**src/rtl/cpu_pkg.sv**
```systemverilog
package cpu_pkg;

	localparam int pc_width        = 26;
	localparam int data_width      = 32;
	localparam int program_size    = 51;
	localparam int dmem_words      = 64;
	localparam int dmem_addr_width = $clog2(dmem_words);
	localparam int reg_addr_width  = 5;
	localparam int imm_width       = 16;

	typedef enum logic [5:0] {
		op_add  = 6'b000001,
		op_addi = 6'b000010,
		op_subi = 6'b000100,
		op_mov  = 6'b010010,
		op_lw   = 6'b010011,
		op_li   = 6'b010100,
		op_sw   = 6'b010110,
		op_blet = 6'b011010,
		op_j    = 6'b011101,
		op_jal  = 6'b011110,
		op_jr   = 6'b011111,
		op_in   = 6'b100000,
		op_out  = 6'b100001,
		op_halt = 6'b111111
	} opcode_t;

	// r-type layout, i-type reuses rd/shamt as the immediate
	typedef struct packed {
		opcode_t                     opcode;
		logic [reg_addr_width-1:0]   rs;
		logic [reg_addr_width-1:0]   rt;
		logic [reg_addr_width-1:0]   rd;
		logic [10:0]                 shamt_unused;
	} instr_t;

	typedef enum logic [1:0] {
		alu_add,
		alu_sub,
		alu_pass_b,
		alu_le
	} alu_op_t;

	typedef enum logic {
		sel_rt,
		sel_rd
	} write_sel_t;

	typedef enum logic [1:0] {
		wb_alu,
		wb_mem,
		wb_in,
		wb_link
	} wb_src_t;

	typedef struct packed {
		alu_op_t    alu_op;
		logic       use_imm;   // b operand from immediate
		logic       reg_write;
		write_sel_t write_sel;
		wb_src_t    wb_src;
		logic       mem_write;
		logic       branch;
		logic       jump;
		logic       jump_reg;
		logic       link;      // write pc + 1 to r31
		logic       is_in;
		logic       is_out;
		logic       is_halt;
	} ctrl_t;

	typedef struct packed {
		logic                  valid;
		logic [data_width-1:0] data;
	} out_port_t;

endpackage

```
**src/rtl/alu.sv**
```systemverilog
module alu (
	input  cpu_pkg::alu_op_t              op,
	input  logic [cpu_pkg::data_width-1:0] a,
	input  logic [cpu_pkg::data_width-1:0] b,
	output logic [cpu_pkg::data_width-1:0] result,
	output logic                          le
);
	import cpu_pkg::*;

	logic [data_width-1:0] diff;

	assign diff = a - b;

	always_comb begin
		case (op)
			alu_add:    result = a + b;
			alu_sub:    result = diff;
			alu_pass_b: result = b;
			default:    result = diff; // compare, result unused
		endcase
	end

	// blet takes the branch when rt <= rs
	assign le = $signed(b) <= $signed(a);

endmodule

```
**config.mk**
```make
export PLATFORM = sky130hd
export DESIGN_NAME = alu
export DESIGN_NICKNAME = d
export VERILOG_FILES = /design/src/rtl/cpu_pkg.sv /design/src/rtl/alu.sv
export SDC_FILE = /design/constraint.sdc
export NUM_CORES = 1
export LEC_CHECK = 0
export ABC_CLOCK_PERIOD_IN_PS = 8600
export CORE_MARGIN = 4
export CORE_UTILIZATION = 70
export DETAILED_ROUTE_END_ITERATION = 8
export DONT_BUFFER_PORTS = 1
export PLACE_DENSITY = 0.86
export SLEW_MARGIN = 20
export SYNTH_ARGS = -nofsm -noshare
export SYNTH_HDL_FRONTEND = slang
export SYNTH_SLANG_ARGS = --single-unit
```
**constraint.sdc**
```tcl
create_clock -name vclk -period 8.6
set_clock_uncertainty 0.05 [all_clocks]
set_input_delay 0.43 -clock vclk [all_inputs]
set_output_delay 0.43 -clock vclk [all_outputs]
set_load 0.03 [all_outputs]
```
==> metrics.cfg <==
[status]
status = completed

[pwr]
p_int_w = 0.0001333
leakage_nw = 1.749
p_total_w = 0.0003962
p_sw_w = 0.0002629
peakVddDrop_mv = 0.07908
seq_power_share_pct = 0
p_per_area_nw_per_um2 = 109.9
swShare_pct = 66.34
p_comb_share_pct = 100.0
clkPwrFrac_pct = 0

[floorplanning]
dieArea_um2 = 6304
row_count = 25
die_height_um = 79.40
die_w_um = 79.40
initial_core_util_pct = 74.08
ios = 99
design.core.area_um2 = 4817

[global_routing]
grt_max_degree = 50
grt_usage_pct = 33.72
antenna_found_initial = 0
grt_pass1_vias = 3891
grt_overflow = 0
grt_first_pass_wirelength_um = 17600

[sta]
rsz0062_at_grt = no
fin_crit_sh_pct = 62.00
tightest_slew_ps = 1017
finalWorstPathRequiredPeriod_ps = 5332
slew_violations = 0
relSlewSlack_pct = 31.64
hold-worst-slack_ps = 1018
tns_ps = 0
finalSetupViolCount = 0
hold_violations = 0
fmax_ghz = 0.1875

[job]
maxCapViolations = 0

[cells_and_area]
n_clock_buffer = 0
layout-drive-gt1-share_pct = 2.740
layout.area.seq_um2 = 0
seq_cell_count = 0
final_common_cell = a21oi_1
num_antenna_cells = 0
final_cell_mix = a21oi_1, ha_1, nor2_1, inv_1, nand2_1
nets = 649
instances_no_fill = 578
syn2layout_area_growth_pct = 1.017
fillers = 416
fin_area_um2 = 3605

[placement]
hpwlAfterDp_um = 8981
dp.cells = 578
port_buffers = 0
place_area_um2 = 3605
gp_congestion = 0.9501

[setup_path]
criticalPathCategory = in2out
worstPathArrival_ps = 4850
slowest_stage = xor2_1
startpoint_type = input pin
crit_required_ps = 8120
path_cells = inv_1 > ha_1 > nand2_1 > nor3_1 > nand2_1 > or4_1 > nor4_2 > a21oi_1 > xor2_1 > ha_1 > a21o_1 > a21oi_1 > a41o_1 > a41o_1 > or3_1 > nand3_2 > xor2_1
cp-end-kind = primary output
crit_fanout = 9
slowest_delay_ps = 590

[hold_path]
holdCritPathClass = in2out

[drt]
routed_via_density = 6.860
drc = 0
wl_per_cell_um = 18.71
drt-total-wl_um = 10820
drtPass1Iterations = 5
drt.antenna.violating_nets = 0
via_count = 3965
drt_iter0_markers = 301

[clocking]
cts_setup_buffers = 0
postCtsResizedCells = 0
cts_hold_buf = 0

[synthesis]
syn_area_um2 = 3568
ys_warn_count = 0
syn-num-nets = 662
synth_seq_area_share_pct = 0
syn_inst = 526
syn_area_per_cell_um2 = 6.784
ys_types = 51

==> critical path, delay by kind of cell <==
kind | cells | cell delay (ps)
AND/OR/NAND/NOR | 7 | 2060
AO/OA/AOI/OAI | 5 | 870
adder cells (fa/ha/maj) | 2 | 650
buffers and inverters | 1 | 70
XOR/XNOR | 2 | 780
==> cell usage after synthesis, types with 2 or more instances <==
library cell	n	area (µm²)
a211oi_1	5	37.54
a21boi_1	2	15.01
a21o_1	33	247.7
a21oi_1	75	375.4
a221o_1	3	30.03
a31o_2	3	26.28
a31oi_1	2	12.51
a41o_1	2	20.02
and2_1	2	12.51
and3_1	5	31.28
and4_1	5	43.79
clkbuf_1	15	56.30
ha_1	69	863.3
inv_1	39	146.4
nand2_1	35	131.4
nand2b_1	5	31.28
nand3_1	5	25.02
nand4_1	11	68.82
nor2_1	53	198.9
nor2b_1	2	12.51
nor3_1	8	40.04
nor4_1	7	43.79
nor4_2	2	25.02
o211ai_1	4	30.03
o21a_1	2	15.01
o21ai_0	27	135.1
o21ai_1	6	30.03
o21bai_1	6	45.04
o31ai_1	5	37.54
o41ai_1	6	52.55
or2_2	2	12.51
or3_1	3	18.77
or4_1	2	15.01
or4_4	2	22.52
xnor2_1	28	245.2
xor2_1	30	262.8
==> cells by family after synthesis <==
logic type | count (synthesis) | share of synthesized area, %
xor gates and xnor gates | 58 | 14.24
AOI/OAI and AO/OA | 188 | 33.35
and+or+nand+nor | 153 | 21.46
muxes | 1 | 0.2805
buffers and inverters | 56 | 5.925
adders and majority gates | 70 | 24.75
==> power by group through the flow <==
stage                     sequential (W)  clock (W)  combinational [W]
after global placement                 0          0           0.000380
after CTS                              0          0           0.000391
after detailed placement               0          0           0.000389
after floorplan                        0          0           0.000328
final                                  0          0           0.000396
after global routing                   0          0           0.000432
==> per-stage QoR <==
step | worst slack, ps | util, %
after floorplan | 3675 | -
after global placement | 3541 | 74.83
after detailed placement | 3357 | 74.83
after CTS | 3354 | 74.83
after global routing | 2993 | 74.83
final | 3268 | 74.83
==> final cells by class <==
class / count / area, µm² / share of cell area, %
Inverter: 39 / 146.4 / 4.061
Timing Repair Buffer: 2 / 15.01 / 0.4165
Multi-Input combinational cell: 470 / 3359 / 93.20
Tap cell: 67 / 83.83 / 2.326
==> path summary, 6_finish.rpt <==
check	to	slack, ps	cells after the start	start
max	result[31]	3270	17	b[0]
min	result[31]	1020	1	b[31]
==> per-layer routing <==
layer  wire (µm)  GRT usage [%]  share of wire (%)
met5           0              0                  0
met4         445          11.51                4.1
met3         914          4.740                8.5
met2        5078          60.44                 47
met1        4377          40.87                 40
No activity file was read; power rests on OpenSTA's default activity.
