### src/rtl/cpu_pkg.sv
package cpu_pkg;

	localparam int pc_width        = 26;
	localparam int data_width      = 32;
	localparam int program_size    = 51;
	localparam int dmem_words      = 64;
	localparam int dmem_addr_width = $clog2(dmem_words);
	localparam int reg_addr_width  = 5;
	localparam int imm_width       = 16;

	typedef enum logic [5:0] {
		op_add  = 6'b000001,
		op_addi = 6'b000010,
		op_subi = 6'b000100,
		op_mov  = 6'b010010,
		op_lw   = 6'b010011,
		op_li   = 6'b010100,
		op_sw   = 6'b010110,
		op_blet = 6'b011010,
		op_j    = 6'b011101,
		op_jal  = 6'b011110,
		op_jr   = 6'b011111,
		op_in   = 6'b100000,
		op_out  = 6'b100001,
		op_halt = 6'b111111
	} opcode_t;

	// r-type layout, i-type reuses rd/shamt as the immediate
	typedef struct packed {
		opcode_t                     opcode;
		logic [reg_addr_width-1:0]   rs;
		logic [reg_addr_width-1:0]   rt;
		logic [reg_addr_width-1:0]   rd;
		logic [10:0]                 shamt_unused;
	} instr_t;

	typedef enum logic [1:0] {
		alu_add,
		alu_sub,
		alu_pass_b,
		alu_le
	} alu_op_t;

	typedef enum logic {
		sel_rt,
		sel_rd
	} write_sel_t;

	typedef enum logic [1:0] {
		wb_alu,
		wb_mem,
		wb_in,
		wb_link
	} wb_src_t;

	typedef struct packed {
		alu_op_t    alu_op;
		logic       use_imm;   // b operand from immediate
		logic       reg_write;
		write_sel_t write_sel;
		wb_src_t    wb_src;
		logic       mem_write;
		logic       branch;
		logic       jump;
		logic       jump_reg;
		logic       link;      // write pc + 1 to r31
		logic       is_in;
		logic       is_out;
		logic       is_halt;
	} ctrl_t;

	typedef struct packed {
		logic                  valid;
		logic [data_width-1:0] data;
	} out_port_t;

endpackage

### src/rtl/register_file.sv
module register_file (
	input  logic                          clock,
	input  logic                          arst_n,
	input  logic [4:0]                    ra_addr,
	input  logic [4:0]                    rb_addr,
	output logic [cpu_pkg::data_width-1:0] ra_data,
	output logic [cpu_pkg::data_width-1:0] rb_data,
	input  logic                          we,
	input  logic [4:0]                    wa_addr,
	input  logic [cpu_pkg::data_width-1:0] wd
);
	import cpu_pkg::*;

	localparam int reg_count = 2 ** reg_addr_width;

	logic [data_width-1:0] regs [reg_count];

	// r0 is an ordinary register here
	always_ff @(posedge clock or negedge arst_n) begin
		if (!arst_n) begin
			for (int i = 0; i < reg_count; i++)
				regs[i] <= '0;
		end else if (we) begin
			regs[wa_addr] <= wd;
		end
	end

	assign ra_data = regs[ra_addr];
	assign rb_data = regs[rb_addr]; // also jr target and store data

endmodule

### config.mk
export PLATFORM = sky130hd
export DESIGN_NAME = register_file
export DESIGN_NICKNAME = d
export VERILOG_FILES = /design/src/rtl/cpu_pkg.sv /design/src/rtl/register_file.sv
export SDC_FILE = /design/constraint.sdc
export NUM_CORES = 2
export LEC_CHECK = 0
export ABC_AREA = 1
export BUFFER_PORTS_ARGS = -buffer_cell sky130_fd_sc_hd__buf_2
export CAP_MARGIN = 20
export CELL_PAD_IN_SITES_DETAIL_PLACEMENT = 1
export CELL_PAD_IN_SITES_GLOBAL_PLACEMENT = 1
export CORE_AREA = 2 2 437 439
export CTS_BUF_LIST = sky130_fd_sc_hd__clkbuf_4 sky130_fd_sc_hd__clkbuf_8 sky130_fd_sc_hd__clkbuf_16
export CTS_CLUSTER_DIAMETER = 40
export CTS_CLUSTER_SIZE = 28
export DETAILED_ROUTE_END_ITERATION = 8
export DIE_AREA = 0 0 439 441
export PLACE_DENSITY_LB_ADDON = 0.15
export SLEW_MARGIN = 20
export SYNTH_ARGS = -nofsm -noshare
export SYNTH_HDL_FRONTEND = slang
export SYNTH_SLANG_ARGS = --single-unit
### constraint.sdc
create_clock -name clock -period 4.12 [get_ports clock]
set_input_delay 0.206 -clock clock [delete_from_list [all_inputs] [get_ports clock]]
set_output_delay 0.206 -clock clock [all_outputs]
set_load 0.005 [all_outputs]
==> reports/metrics.yaml <==
outcome:
  status: "completed"
global_route:
  antenna_found_initial: 5
  grt_max_degree: 146
  grt_pass1_wl_microns: 402000
  grt_pass1_vias: 59817
  gr-total-overflow: 0
  grt_use_total: 0.277
worst_setup_path:
  worstSetupPathType: "in -> out"
  crit_required_ps: 3910
  path_max_fanout: 71
  worstPathArrival_ps: 2670
  cp-end-kind: "output pin"
  startpoint_type: "primary input"
cts:
  htree_levels: 4
  post_cts_resize_count: 0
  cts_root_buf: "clkbuf_16"
  cts_tree: "yes"
  cts_inserted_buffers: 217
  cts_buffer_depth: 3
  numClockSinks: 1024
  clk_pin_slew_ps: 50
  clkLatencyLatePin_ps: 840
route:
  postRouteAntennaNets: 0
  dr.pass1.iters: 5
  vias: 58085
  drt-initial-drc-count: 4570
  drc: 0
  routedWlPerCell_microns: 25.1
  drt-total-wl_microns: 271000
  viasPerCell: 5.38
sta:
  hold_viol_final: 0
  hold_ws_ps: 58.3
  period_share: 0.697
  slew_viol_final: 0
  rsz0062_at_grt: "false"
  setup_viol: 0
  setup-tns-final_ps: 0
  fmax_ghz: 0.348
  final.min_clock_period_ps: 2870
  tightest_slew_ps: 1150
  finalClockSkew_ps: 0
  maxSlewHeadroom: 0.233
power_and_ir_drop:
  p_per_area_nw_per_um2: 566
  power_leakage_nw: 31.9
  ir_drop_v: 0.000371
flow_run:
  cap_violations: 0
logic_synthesis:
  synth_nets: 8359
  syn-instance-count: 8309
  synth_top_area_share: 0.454
  synth_top_area_cell: "dfrtp_1"
  synth_seq_area_share: 0.454
  yosysUniqueCellTypes: 18
  syn_area_per_cell_sq_um: 6.80
  synthTopCellsByArea: "dfrtp_1, nand2_1, nand3_1"
  syn-cell-area_sq_um: 56500
  ys_warn_count: 0
  synth_seq_cells: 1024
floorplanning:
  die_x_microns: 439
  die_h_microns: 441
  start_util: 0.299
  coreArea_sq_um: 189000
  num_rows: 160
  die-area_sq_um: 194000
  boundaryPins: 114
placement:
  place.gp.congestion: 0.784
  place.detailed.hpwl_microns: 144000
  placed_area_sq_um: 59400
  port_buffers: 113
hold_path:
  holdCritPathClass: "in -> reg"
layout:
  final_area_sq_um: 67500
  reg.largest.list: "regs x1024"
  n_fill_cell: 23111
  drive_gt1_frac: 0.0890
  synthToLayoutAreaGrowth_pct: 19.5
  largest_reg_flops: 1024
  fin_nets: 8142
  largest-register: "regs"
metrics by stage:
step / utilization / worst slack, ps / power [mW] / std cells
3_5_place_dp: 0.314 / 1240 / 19.9 / 10353
6_report: 0.357 / 1250 / 38.2 / 10789
3_3_place_gp: 0.314 / 1220 / 19.7 / 10352
4_1_cts: 0.355 / 1240 / 38.5 / 10765
2_1_floorplan: - / 2480 / 17.5 / 8309
5_1_grt: 0.357 / 1090 / 40.1 / 10785
cells by family after synthesis:
kind of cell	count (synthesis)	share of synthesized area
and+or+nand+nor	5484	0.401
DFF	1024	0.454
AOI/OAI and AO/OA	1024	0.0907
buffers and inverters	777	0.0546
critical path, stage by stage:
cell and delay, ps:
buf_8 260, inv_8 590, buf_4 470, nand2_1 100, nand3_1 90, nand3_1 90
nand2_1 120, nand2_1 60, nand2_1 110, nand2_1 50, nand2_1 250, buf_2 170
layer usage:
| layer | track usage | part of all wire | vias up |
|---|---|---|---|
| met5 | 0 | 0 | - |
| met4 | 0.0771 | 0.026 | 0 |
| met3 | 0.0365 | 0.047 | 416 |
| met2 | 0.459 | 0.46 | 1523 |
| met1 | 0.376 | 0.46 | 29486 |
| li1 | - | - | 26660 |
layout make-up:
class,instances,area (sq um),area share
inverter,53,249,0.00369
tap,2511,3140,0.0465
clock inverter,110,1370,0.0203
multi-input combinational,6508,28000,0.414
timing repair buffer,288,2850,0.0421
sequential,1024,25600,0.380
antenna,5,12.5,0.000185
clock buffer,290,6310,0.0934
cells in the final DEF (no fill, tap or decap), types with 2 or more instances in the layout:
cell type      synthesis  final
a21oi_1              160    160
buf_12                 0     56
buf_16                 0      4
buf_2                106    102
buf_4                 10     92
buf_8                  0     10
bufinv_16              0     25
clkbuf_16              0    221
clkbuf_4               0     26
clkbuf_8               0     46
clkinv_1               0      4
clkinv_2               0     32
clkinv_4               0     17
clkinv_8               0      3
clkinvlp_4             0     22
dfrtp_1             1024   1024
diode_2                0      5
dlygate4sd3_1          0     21
inv_1                 39     23
inv_2                 14     18
inv_4                  0      2
inv_6                  0     11
inv_8                  0      6
nand2_1             3757   3744
nand2_4                0     26
nand3_1             1536   1536
nor2_1               160    160
nor2_4                 5      5
nor3_2                 9      9
nor3_4                 2      2
o21ai_0              793    793
o21ai_1               71     71
path summary, 6_finish.rpt:
path                                          to  depth (start not counted)                  start  slack [ps]
setup / recovery                     ra_data[28]                         12             ra_addr[0]        1250
hold / removal             regs[421]$_DFFE_PN0P_                          4             wa_addr[0]          60
setup reg to reg           regs[630]$_DFFE_PN0P_                          2  regs[630]$_DFFE_PN0P_        3340
hold reg to reg            regs[572]$_DFFE_PN0P_                          2  regs[572]$_DFFE_PN0P_         500
max in group asynchronous  regs[608]$_DFFE_PN0P_                          4                 arst_n        3080
min in group asynchronous  regs[609]$_DFFE_PN0P_                          3                 arst_n         140
report_power, final:
group	internal (mW)	total, mW	leakage [nW]	switching, mW
sequential	12.0	13.6	13.1	1.60
combinational	2.24	6.19	15.0	3.96
clock	12.2	18.4	3.77	6.15
total	26.5	38.2	31.9	11.7
cells in the mapped netlist, drive strengths merged:
master     n
a21oi    160
buf      187
clkbuf   537
dfrtp   1024
inv       53
nand2   3771
nand3   1536
nor2     165
nor3      12
o21ai    864
what timing repair did:
item	4_1_cts	5_1_grt
setup buffers	0	0
endpoints found under the hold margin	902	80
endpoints found under the setup margin	0	0
hold buffers	12	10
(Power assumes the default switching activity.)
