## config.mk

```make
export PLATFORM = sky130hd
export DESIGN_NAME = instruction_decoder
export DESIGN_NICKNAME = d
export VERILOG_FILES = /design/src/rtl/cpu_pkg.sv /design/src/rtl/instruction_decoder.sv
export SDC_FILE = /design/constraint.sdc
export NUM_CORES = 1
export LEC_CHECK = 0
export BUFFER_PORTS_ARGS = -buffer_cell sky130_fd_sc_hd__buf_2
export CAP_MARGIN = 40
export CORE_AREA = 2 2 39 41
export DETAILED_ROUTE_END_ITERATION = 7
export DIE_AREA = 0 0 41 43
export MAX_ROUTING_LAYER = met4
export PLACE_DENSITY = 0.68
export SLEW_MARGIN = 25
export SYNTH_ARGS = -nofsm -noshare
export SYNTH_HDL_FRONTEND = slang
export SYNTH_SLANG_ARGS = --single-unit
export TNS_END_PERCENT = 1
```

## constraint.sdc

```tcl
create_clock -name vclk -period 0.9
set_input_delay 0 -clock vclk [all_inputs]
set_output_delay 0 -clock vclk [all_outputs]
set_load 0.02 [all_outputs]
```

## src/rtl/cpu_pkg.sv

```systemverilog
package cpu_pkg;

	localparam int pc_width        = 26;
	localparam int data_width      = 32;
	localparam int program_size    = 51;
	localparam int dmem_words      = 64;
	localparam int dmem_addr_width = $clog2(dmem_words);
	localparam int reg_addr_width  = 5;
	localparam int imm_width       = 16;

	typedef enum logic [5:0] {
		op_add  = 6'b000001,
		op_addi = 6'b000010,
		op_subi = 6'b000100,
		op_mov  = 6'b010010,
		op_lw   = 6'b010011,
		op_li   = 6'b010100,
		op_sw   = 6'b010110,
		op_blet = 6'b011010,
		op_j    = 6'b011101,
		op_jal  = 6'b011110,
		op_jr   = 6'b011111,
		op_in   = 6'b100000,
		op_out  = 6'b100001,
		op_halt = 6'b111111
	} opcode_t;

	// r-type layout, i-type reuses rd/shamt as the immediate
	typedef struct packed {
		opcode_t                     opcode;
		logic [reg_addr_width-1:0]   rs;
		logic [reg_addr_width-1:0]   rt;
		logic [reg_addr_width-1:0]   rd;
		logic [10:0]                 shamt_unused;
	} instr_t;

	typedef enum logic [1:0] {
		alu_add,
		alu_sub,
		alu_pass_b,
		alu_le
	} alu_op_t;

	typedef enum logic {
		sel_rt,
		sel_rd
	} write_sel_t;

	typedef enum logic [1:0] {
		wb_alu,
		wb_mem,
		wb_in,
		wb_link
	} wb_src_t;

	typedef struct packed {
		alu_op_t    alu_op;
		logic       use_imm;   // b operand from immediate
		logic       reg_write;
		write_sel_t write_sel;
		wb_src_t    wb_src;
		logic       mem_write;
		logic       branch;
		logic       jump;
		logic       jump_reg;
		logic       link;      // write pc + 1 to r31
		logic       is_in;
		logic       is_out;
		logic       is_halt;
	} ctrl_t;

	typedef struct packed {
		logic                  valid;
		logic [data_width-1:0] data;
	} out_port_t;

endpackage

```

## src/rtl/instruction_decoder.sv

```systemverilog
module instruction_decoder (
	input  logic            clock,
	input  logic            arst_n,
	input  cpu_pkg::instr_t instr,
	output cpu_pkg::ctrl_t  ctrl
);
	import cpu_pkg::*;

	logic opcode_known;

	always_comb begin
		ctrl         = '0;
		opcode_known = 1'b1;
		case (instr.opcode)
			op_add: begin
				ctrl.reg_write = 1'b1;
				ctrl.write_sel = sel_rd;
			end
			op_addi, op_mov: begin // mov carries a zero immediate
				ctrl.use_imm   = 1'b1;
				ctrl.reg_write = 1'b1;
			end
			op_subi: begin
				ctrl.alu_op    = alu_sub;
				ctrl.use_imm   = 1'b1;
				ctrl.reg_write = 1'b1;
			end
			op_lw: begin
				ctrl.use_imm   = 1'b1;
				ctrl.reg_write = 1'b1;
				ctrl.wb_src    = wb_mem;
			end
			op_li: begin
				ctrl.alu_op    = alu_pass_b;
				ctrl.use_imm   = 1'b1;
				ctrl.reg_write = 1'b1;
			end
			op_sw: begin
				ctrl.use_imm   = 1'b1;
				ctrl.mem_write = 1'b1;
			end
			op_blet: begin
				ctrl.alu_op = alu_le;
				ctrl.branch = 1'b1;
			end
			op_j: ctrl.jump = 1'b1;
			op_jal: begin
				ctrl.jump      = 1'b1;
				ctrl.link      = 1'b1;
				ctrl.reg_write = 1'b1;
				ctrl.wb_src    = wb_link;
			end
			op_jr: ctrl.jump_reg = 1'b1;
			op_in: begin
				ctrl.is_in     = 1'b1;
				ctrl.reg_write = 1'b1;
				ctrl.wb_src    = wb_in;
			end
			op_out: ctrl.is_out = 1'b1;
			op_halt: ctrl.is_halt = 1'b1;
			default: opcode_known = 1'b0; // decodes as a nop
		endcase
	end

	// program only ever fetches defined opcodes
	assert property (@(posedge clock) disable iff (!arst_n) opcode_known)
		else $error("instruction_decoder: unknown opcode %b", instr.opcode);

endmodule

```

==> results of run 1 <==
layout by cell type, fill, tap and decap left out, types with 2 or more instances in the layout:
cell type	synthesis	layout
o21ai_1	2	2
nor2_1	6	6
nor3_2	1	2
nor4b_2	1	2
nand3b_1	3	3
nand2b_1	3	2
nand3_1	2	2
or2_4	0	2
buf_6	2	4
or3b_4	0	2
buf_2	2	10
buf_4	2	19
worst max-delay path: cells and delay by family:
| family | cells | cell delay [ps] |
|---|---|---|
| AO/OA/AOI/OAI | 2 | 330 |
| buffers and inverters | 2 | 210 |
| AND/OR/NAND/NOR | 1 | 380 |
layer usage:
metal  vias to the layer above  global-route usage, %  part of all wire (%)
met1                       206                  17.41                    45
li1                        230                      -                     -
met2                        17                  20.31                    48
met4                         0                      0                     0
met5                         -                      -                     0
met3                         0                  1.047                   6.9
layout make-up:
cell class | count | area (um^2) | area share (%)
Tap cell | 16 | 20.02 | 3.239
Multi-Input combinational cell | 40 | 345.3 | 55.87
Timing Repair Buffer | 34 | 252.7 | 40.89
logic make-up after synthesis:
kind of cell	after synthesis	synth area share [%]
simple gates	29	56.68
compound gates	8	19.14
buf+inv	7	14.80
xor+xnor	2	5.055
mux	1	4.331
timing repair:
item,in CTS,in global routing
setup endpoints to repair,9,11
pin swaps,5,4
cloned,0,0
gates resized for setup,10,15
through the flow:
stage	hold slack, ps	utilization (%)
6_report	380.6	44.67
5_1_grt	400.8	44.67
4_1_cts	406.0	40.69
3_5_place_dp	419.5	38.34
3_3_place_gp	413.2	38.34
2_1_floorplan	157.0	-
synth_stat cells:
master     n
nor2_1     6
nand2b_1   3
nand3b_1   3
buf_2      2
buf_4      2
buf_6      2
nand2_1    2
nand3_1    2
o21ai_1    2
or2_1      2
or3b_1     2
xnor2_1    2
a2111oi_2  1
a211o_1    1
a211oi_1   1
and4bb_1   1
clkbuf_1   1
mux2_4     1
nand4b_1   1
nor2_2     1
nor3_1     1
nor3_2     1
nor3b_2    1
nor4_1     1
nor4b_1    1
nor4b_2    1
o22ai_1    1
o31a_1     1
o32a_1     1
where the power goes:
| group | internal (mW) | switching (mW) |
|---|---|---|
| registers | 0 | 0 |
| logic | 0.129 | 0.120 |
| clock network | 0 | 0 |
worst paths after layout:
kind | to | slack, ps | cells after the start
max | ctrl[11] | -20 | 5
min | ctrl[2] | 380 | 4
==> flow_metrics.py, run 1 <==
metrics = {
    "run_status": {
        "outcome": "finished, violations left",
        "violations": "negative setup slack",
    },
    "cells_and_area": {
        "seq_cells": 0,
        "n_antenna_cell": 0,
        "area_growth_pct": 78.34,
        "fin_nets": 110,
        "fill_cells": 140,
        "final_cells": 90,
        "drive_above_1_share_pct": 68.92,
        "regArea_um2": 0,
        "clkbuf_count": 0,
        "final_cell_area_um2": 618.1,
    },
    "floorplan": {
        "die-area_um2": 1763,
        "die_w_um": 41,
        "boundaryPins": 49,
        "core-area_um2": 1384,
        "die_height_um": 43,
        "start_util_pct": 25.05,
        "fp-row-count": 14,
    },
    "global_route": {
        "overflow": 0,
        "grt_pass1_wl_um": 1642,
        "antenna_found_initial": 0,
        "grt_usage_pct": 12.49,
        "grt_max_degree": 12,
        "grt_pass1_vias": 400,
    },
    "power": {
        "p_per_area_nw_per_um2": 402.2,
        "power_mw": 0.2486,
        "power.leakage_nw": 0.2790,
        "irDropWorstVdd_mv": 0.1864,
    },
    "timing": {
        "worst_pin_slew_ps": 271.8,
        "finalSetupTns_ps": -35.11,
        "final_max_slew_viol_count": 0,
        "hold_violations": 0,
        "relSlewSlack_pct": 81.84,
        "fin_crit_sh_pct": 102.5,
        "layout_min_cycle_time_ps": 922.3,
        "max_freq_ghz": 1.084,
        "grt_setup_unrepaired": "yes",
        "worst_slack_ps": -22.33,
        "finalSetupViolCount": 2,
    },
    "detailed_routing": {
        "via_per_inst": 5.033,
        "wire_per_inst_um": 12.13,
        "vias": 453,
        "drt_first_pass_iters": 3,
        "drcViolationCount": 0,
        "detail-route-antenna-nets": 0,
        "routed_wl_um": 1092,
        "drt-initial-drc-count": 7,
    },
    "synthesis": {
        "yosys.area.top_type": "buf_6",
        "syn_avg_cell_area_um2": 7.374,
        "synth_area_um2": 346.6,
        "synth.yosys.seq_area_share_pct": 0,
        "yosysWarningCount": 0,
        "synth_nets": 81,
        "synth.top_cell.area_share_pct": 6.498,
        "ys_types": 29,
        "postSynthCellCount": 47,
        "synth_area_leaders": "buf_6 6.5%, nand3b_1 6.5%, nor2_1 6.5%",
    },
    "placed_design": {
        "dp_cells": 90,
        "place_ws_ps": -128.1,
        "gp_congestion": 0.7267,
        "dp_hpwl_um": 809.5,
        "portBuffers": 21,
        "post_dp_cell_area_um2": 530.5,
    },
    "job": {
        "drv_cap": 0,
    },
    "worst_setup_path": {
        "crit_arrival_ps": 920,
        "slowest_delay_ps": 380,
        "start_kind": "input pin",
        "cp_slowest_cell": "or3b_4",
        "critical_path_class": "input pin to output port",
        "path_max_fanout": 4,
        "crit_chain": "buf_8 > or3b_4 > a211oi_2 > a211o_1 > buf_6",
        "crit_start": "instr[27]",
        "end_kind": "output port",
        "critPathRequiredTime_ps": 900,
    },
    "hold_path": {
        "hp-class": "input pin to output port",
        "min_from": "instr[27]",
    },
    "clock_network": {
        "cts_setup_buffers": 0,
        "cts_hold_buf": 0,
    },
}
(Power assumes the default switching activity.)
==> run 2: changes to the inputs <==
--- a/config.mk
+++ b/config.mk
@@ -11,7 +11,8 @@
 export DETAILED_ROUTE_END_ITERATION = 7
 export DIE_AREA = 0 0 41 43
 export MAX_ROUTING_LAYER = met4
-export PLACE_DENSITY = 0.68
+export PLACE_DENSITY_LB_ADDON = 0.15
+export RECOVER_POWER = 50
 export SLEW_MARGIN = 25
 export SYNTH_ARGS = -nofsm -noshare
 export SYNTH_HDL_FRONTEND = slang
==> flow_metrics.py, run 2 (synthesis results as in run 1) <==
metrics = {
    "worst_setup_path": {
        "crit_chain": "buf_8 > or3b_4 > o32a_1 > nor2_1 > buf_4",
        "cp_top_family": "simple AND/OR/NAND/NOR gates",
        "crit_buf_inv": 2,
        "cp_slowest_cell": "or3b_4",
        "start_kind": "input pin",
        "end_kind": "output port",
        "path_max_fanout": 6,
        "slowest_delay_ps": 410,
        "critPathRequiredTime_ps": 900,
        "crit_arrival_ps": 930,
        "critical_path_class": "input pin to output port",
    },
    "timing": {
        "grt_setup_unrepaired": "yes",
        "fin_crit_sh_pct": 103.2,
        "max_freq_ghz": 1.076,
        "fin_hold_ws_ps": 359.0,
        "finalSetupViolCount": 3,
        "worst_slack_ps": -29.18,
        "layout_min_cycle_time_ps": 929.2,
        "worst_pin_slew_ps": 247.3,
        "hold_violations": 0,
        "relSlewSlack_pct": 83.48,
        "final_max_slew_viol_count": 0,
    },
    "job": {
        "drv_cap": 0,
    },
    "global_route": {
        "grt_pass1_vias": 402,
        "grt_usage_pct": 12.79,
        "grt_pass1_wl_um": 1656,
        "overflow": 0,
        "antenna_found_initial": 0,
        "grt_max_degree": 11,
    },
    "cells_and_area": {
        "seq_cells": 0,
        "area_growth_pct": 81.95,
        "fin_nets": 114,
        "regArea_um2": 0,
        "drive_above_1_share_pct": 61.54,
        "layout_commonest_cell": "buf_4",
        "final_cell_mix": "22 x buf_4, 10 x buf_2, 6 x nor2_1, 3 x nand3b_1, 3 x nand2b_1",
        "clkbuf_count": 0,
        "n_antenna_cell": 0,
    },
    "detailed_routing": {
        "via_per_inst": 4.777,
        "drt-initial-drc-count": 3,
        "drt_first_pass_iters": 4,
        "wire_per_inst_um": 11.10,
        "vias": 449,
        "routed_wl_um": 1043,
        "detail-route-antenna-nets": 0,
        "drcViolationCount": 0,
    },
    "hold_path": {
        "min_from": "instr[29]",
        "holdPathEnd": "ctrl[12]",
        "hp-class": "input pin to output port",
        "hold-path-cell-count": 3,
    },
    "floorplan": {
        "boundaryPins": 49,
        "die_height_um": 43,
        "die-area_um2": 1763,
        "start_util_pct": 25.05,
        "fp-row-count": 14,
        "core-area_um2": 1384,
        "die_w_um": 41,
    },
    "placed_design": {
        "dp_hpwl_um": 789.4,
        "portBuffers": 21,
        "gp_congestion": 0.6385,
        "place_ws_ps": -115.4,
    },
    "power": {
        "p_per_area_nw_per_um2": 400.8,
        "power.leakage_nw": 0.2862,
        "power_mw": 0.2527,
        "irDropWorstVdd_mv": 0.1711,
    },
    "run_status": {
        "outcome": "finished, violations left",
        "violations": "negative setup slack",
    },
    "clock_network": {
        "cts_hold_buf": 0,
    },
}
-- run 2: changes by cell type in the layout (fill, tap and decap cells not counted), moves of 2 or more --
cell      change
buf_4         +3
clkbuf_1      +2
nor3_2        -2
buf_6         -2
-- run 2: layer usage --
metal	part of all wire, %	vias up	GRT usage, %
met5	0	-	-
met4	0	0	0
met3	4.8	0	0
met2	45	14	21.56
met1	50	199	17.72
li1	-	236	-
-- run 2: worst max-delay path by stage --
stage / cells after the start / slack (ps) / from / to
2_1_floorplan: 5 / -130 / instr[29] / ctrl[11]
3_3_place_gp: 5 / -100 / instr[29] / ctrl[8]
3_5_place_dp: 5 / -120 / instr[30] / ctrl[11]
4_1_cts: 5 / -60 / instr[27] / ctrl[11]
5_1_grt: 5 / -90 / instr[30] / ctrl[9]
6_report: 5 / -30 / instr[30] / ctrl[9]
-- run 2: repair_timing --
action                     in CTS  in global routing
buffers inserted                1                  0
setup endpoints to repair      10                  8
resized for setup              14                  7
pin swaps                       5                  7
-- run 2: report_power, final --
group | leakage [nW] | switching (mW) | total, mW | internal (mW)
clock network | 0 | 0 | 0 | 0
logic | 0.286 | 0.120 | 0.253 | 0.133
registers | 0 | 0 | 0 | 0
total | 0.286 | 0.120 | 0.253 | 0.133
-- run 2: metrics by stage --
step	instances	cell area, um^2	utilization (%)	setup TNS [ps]
6_report	94	630.6	45.57	-69.29
2_1_floorplan	47	359.1	-	-344.0
3_5_place_dp	93	553.0	39.96	-471.3
5_1_grt	94	630.6	45.57	-354.4
3_3_place_gp	93	553.0	39.96	-449.9
4_1_cts	94	604.3	43.67	-94.94
-- run 2: tightest hold or removal path: stages --
cell	delay, ps
buf_2	160
a2111oi_2	50
buf_2	150
-- run 2: cell type report --
class	instances	area, um^2
well taps	16	20.02
repair buffers	38	275.3
multi-input cells	40	335.3
fillers	146	753.2
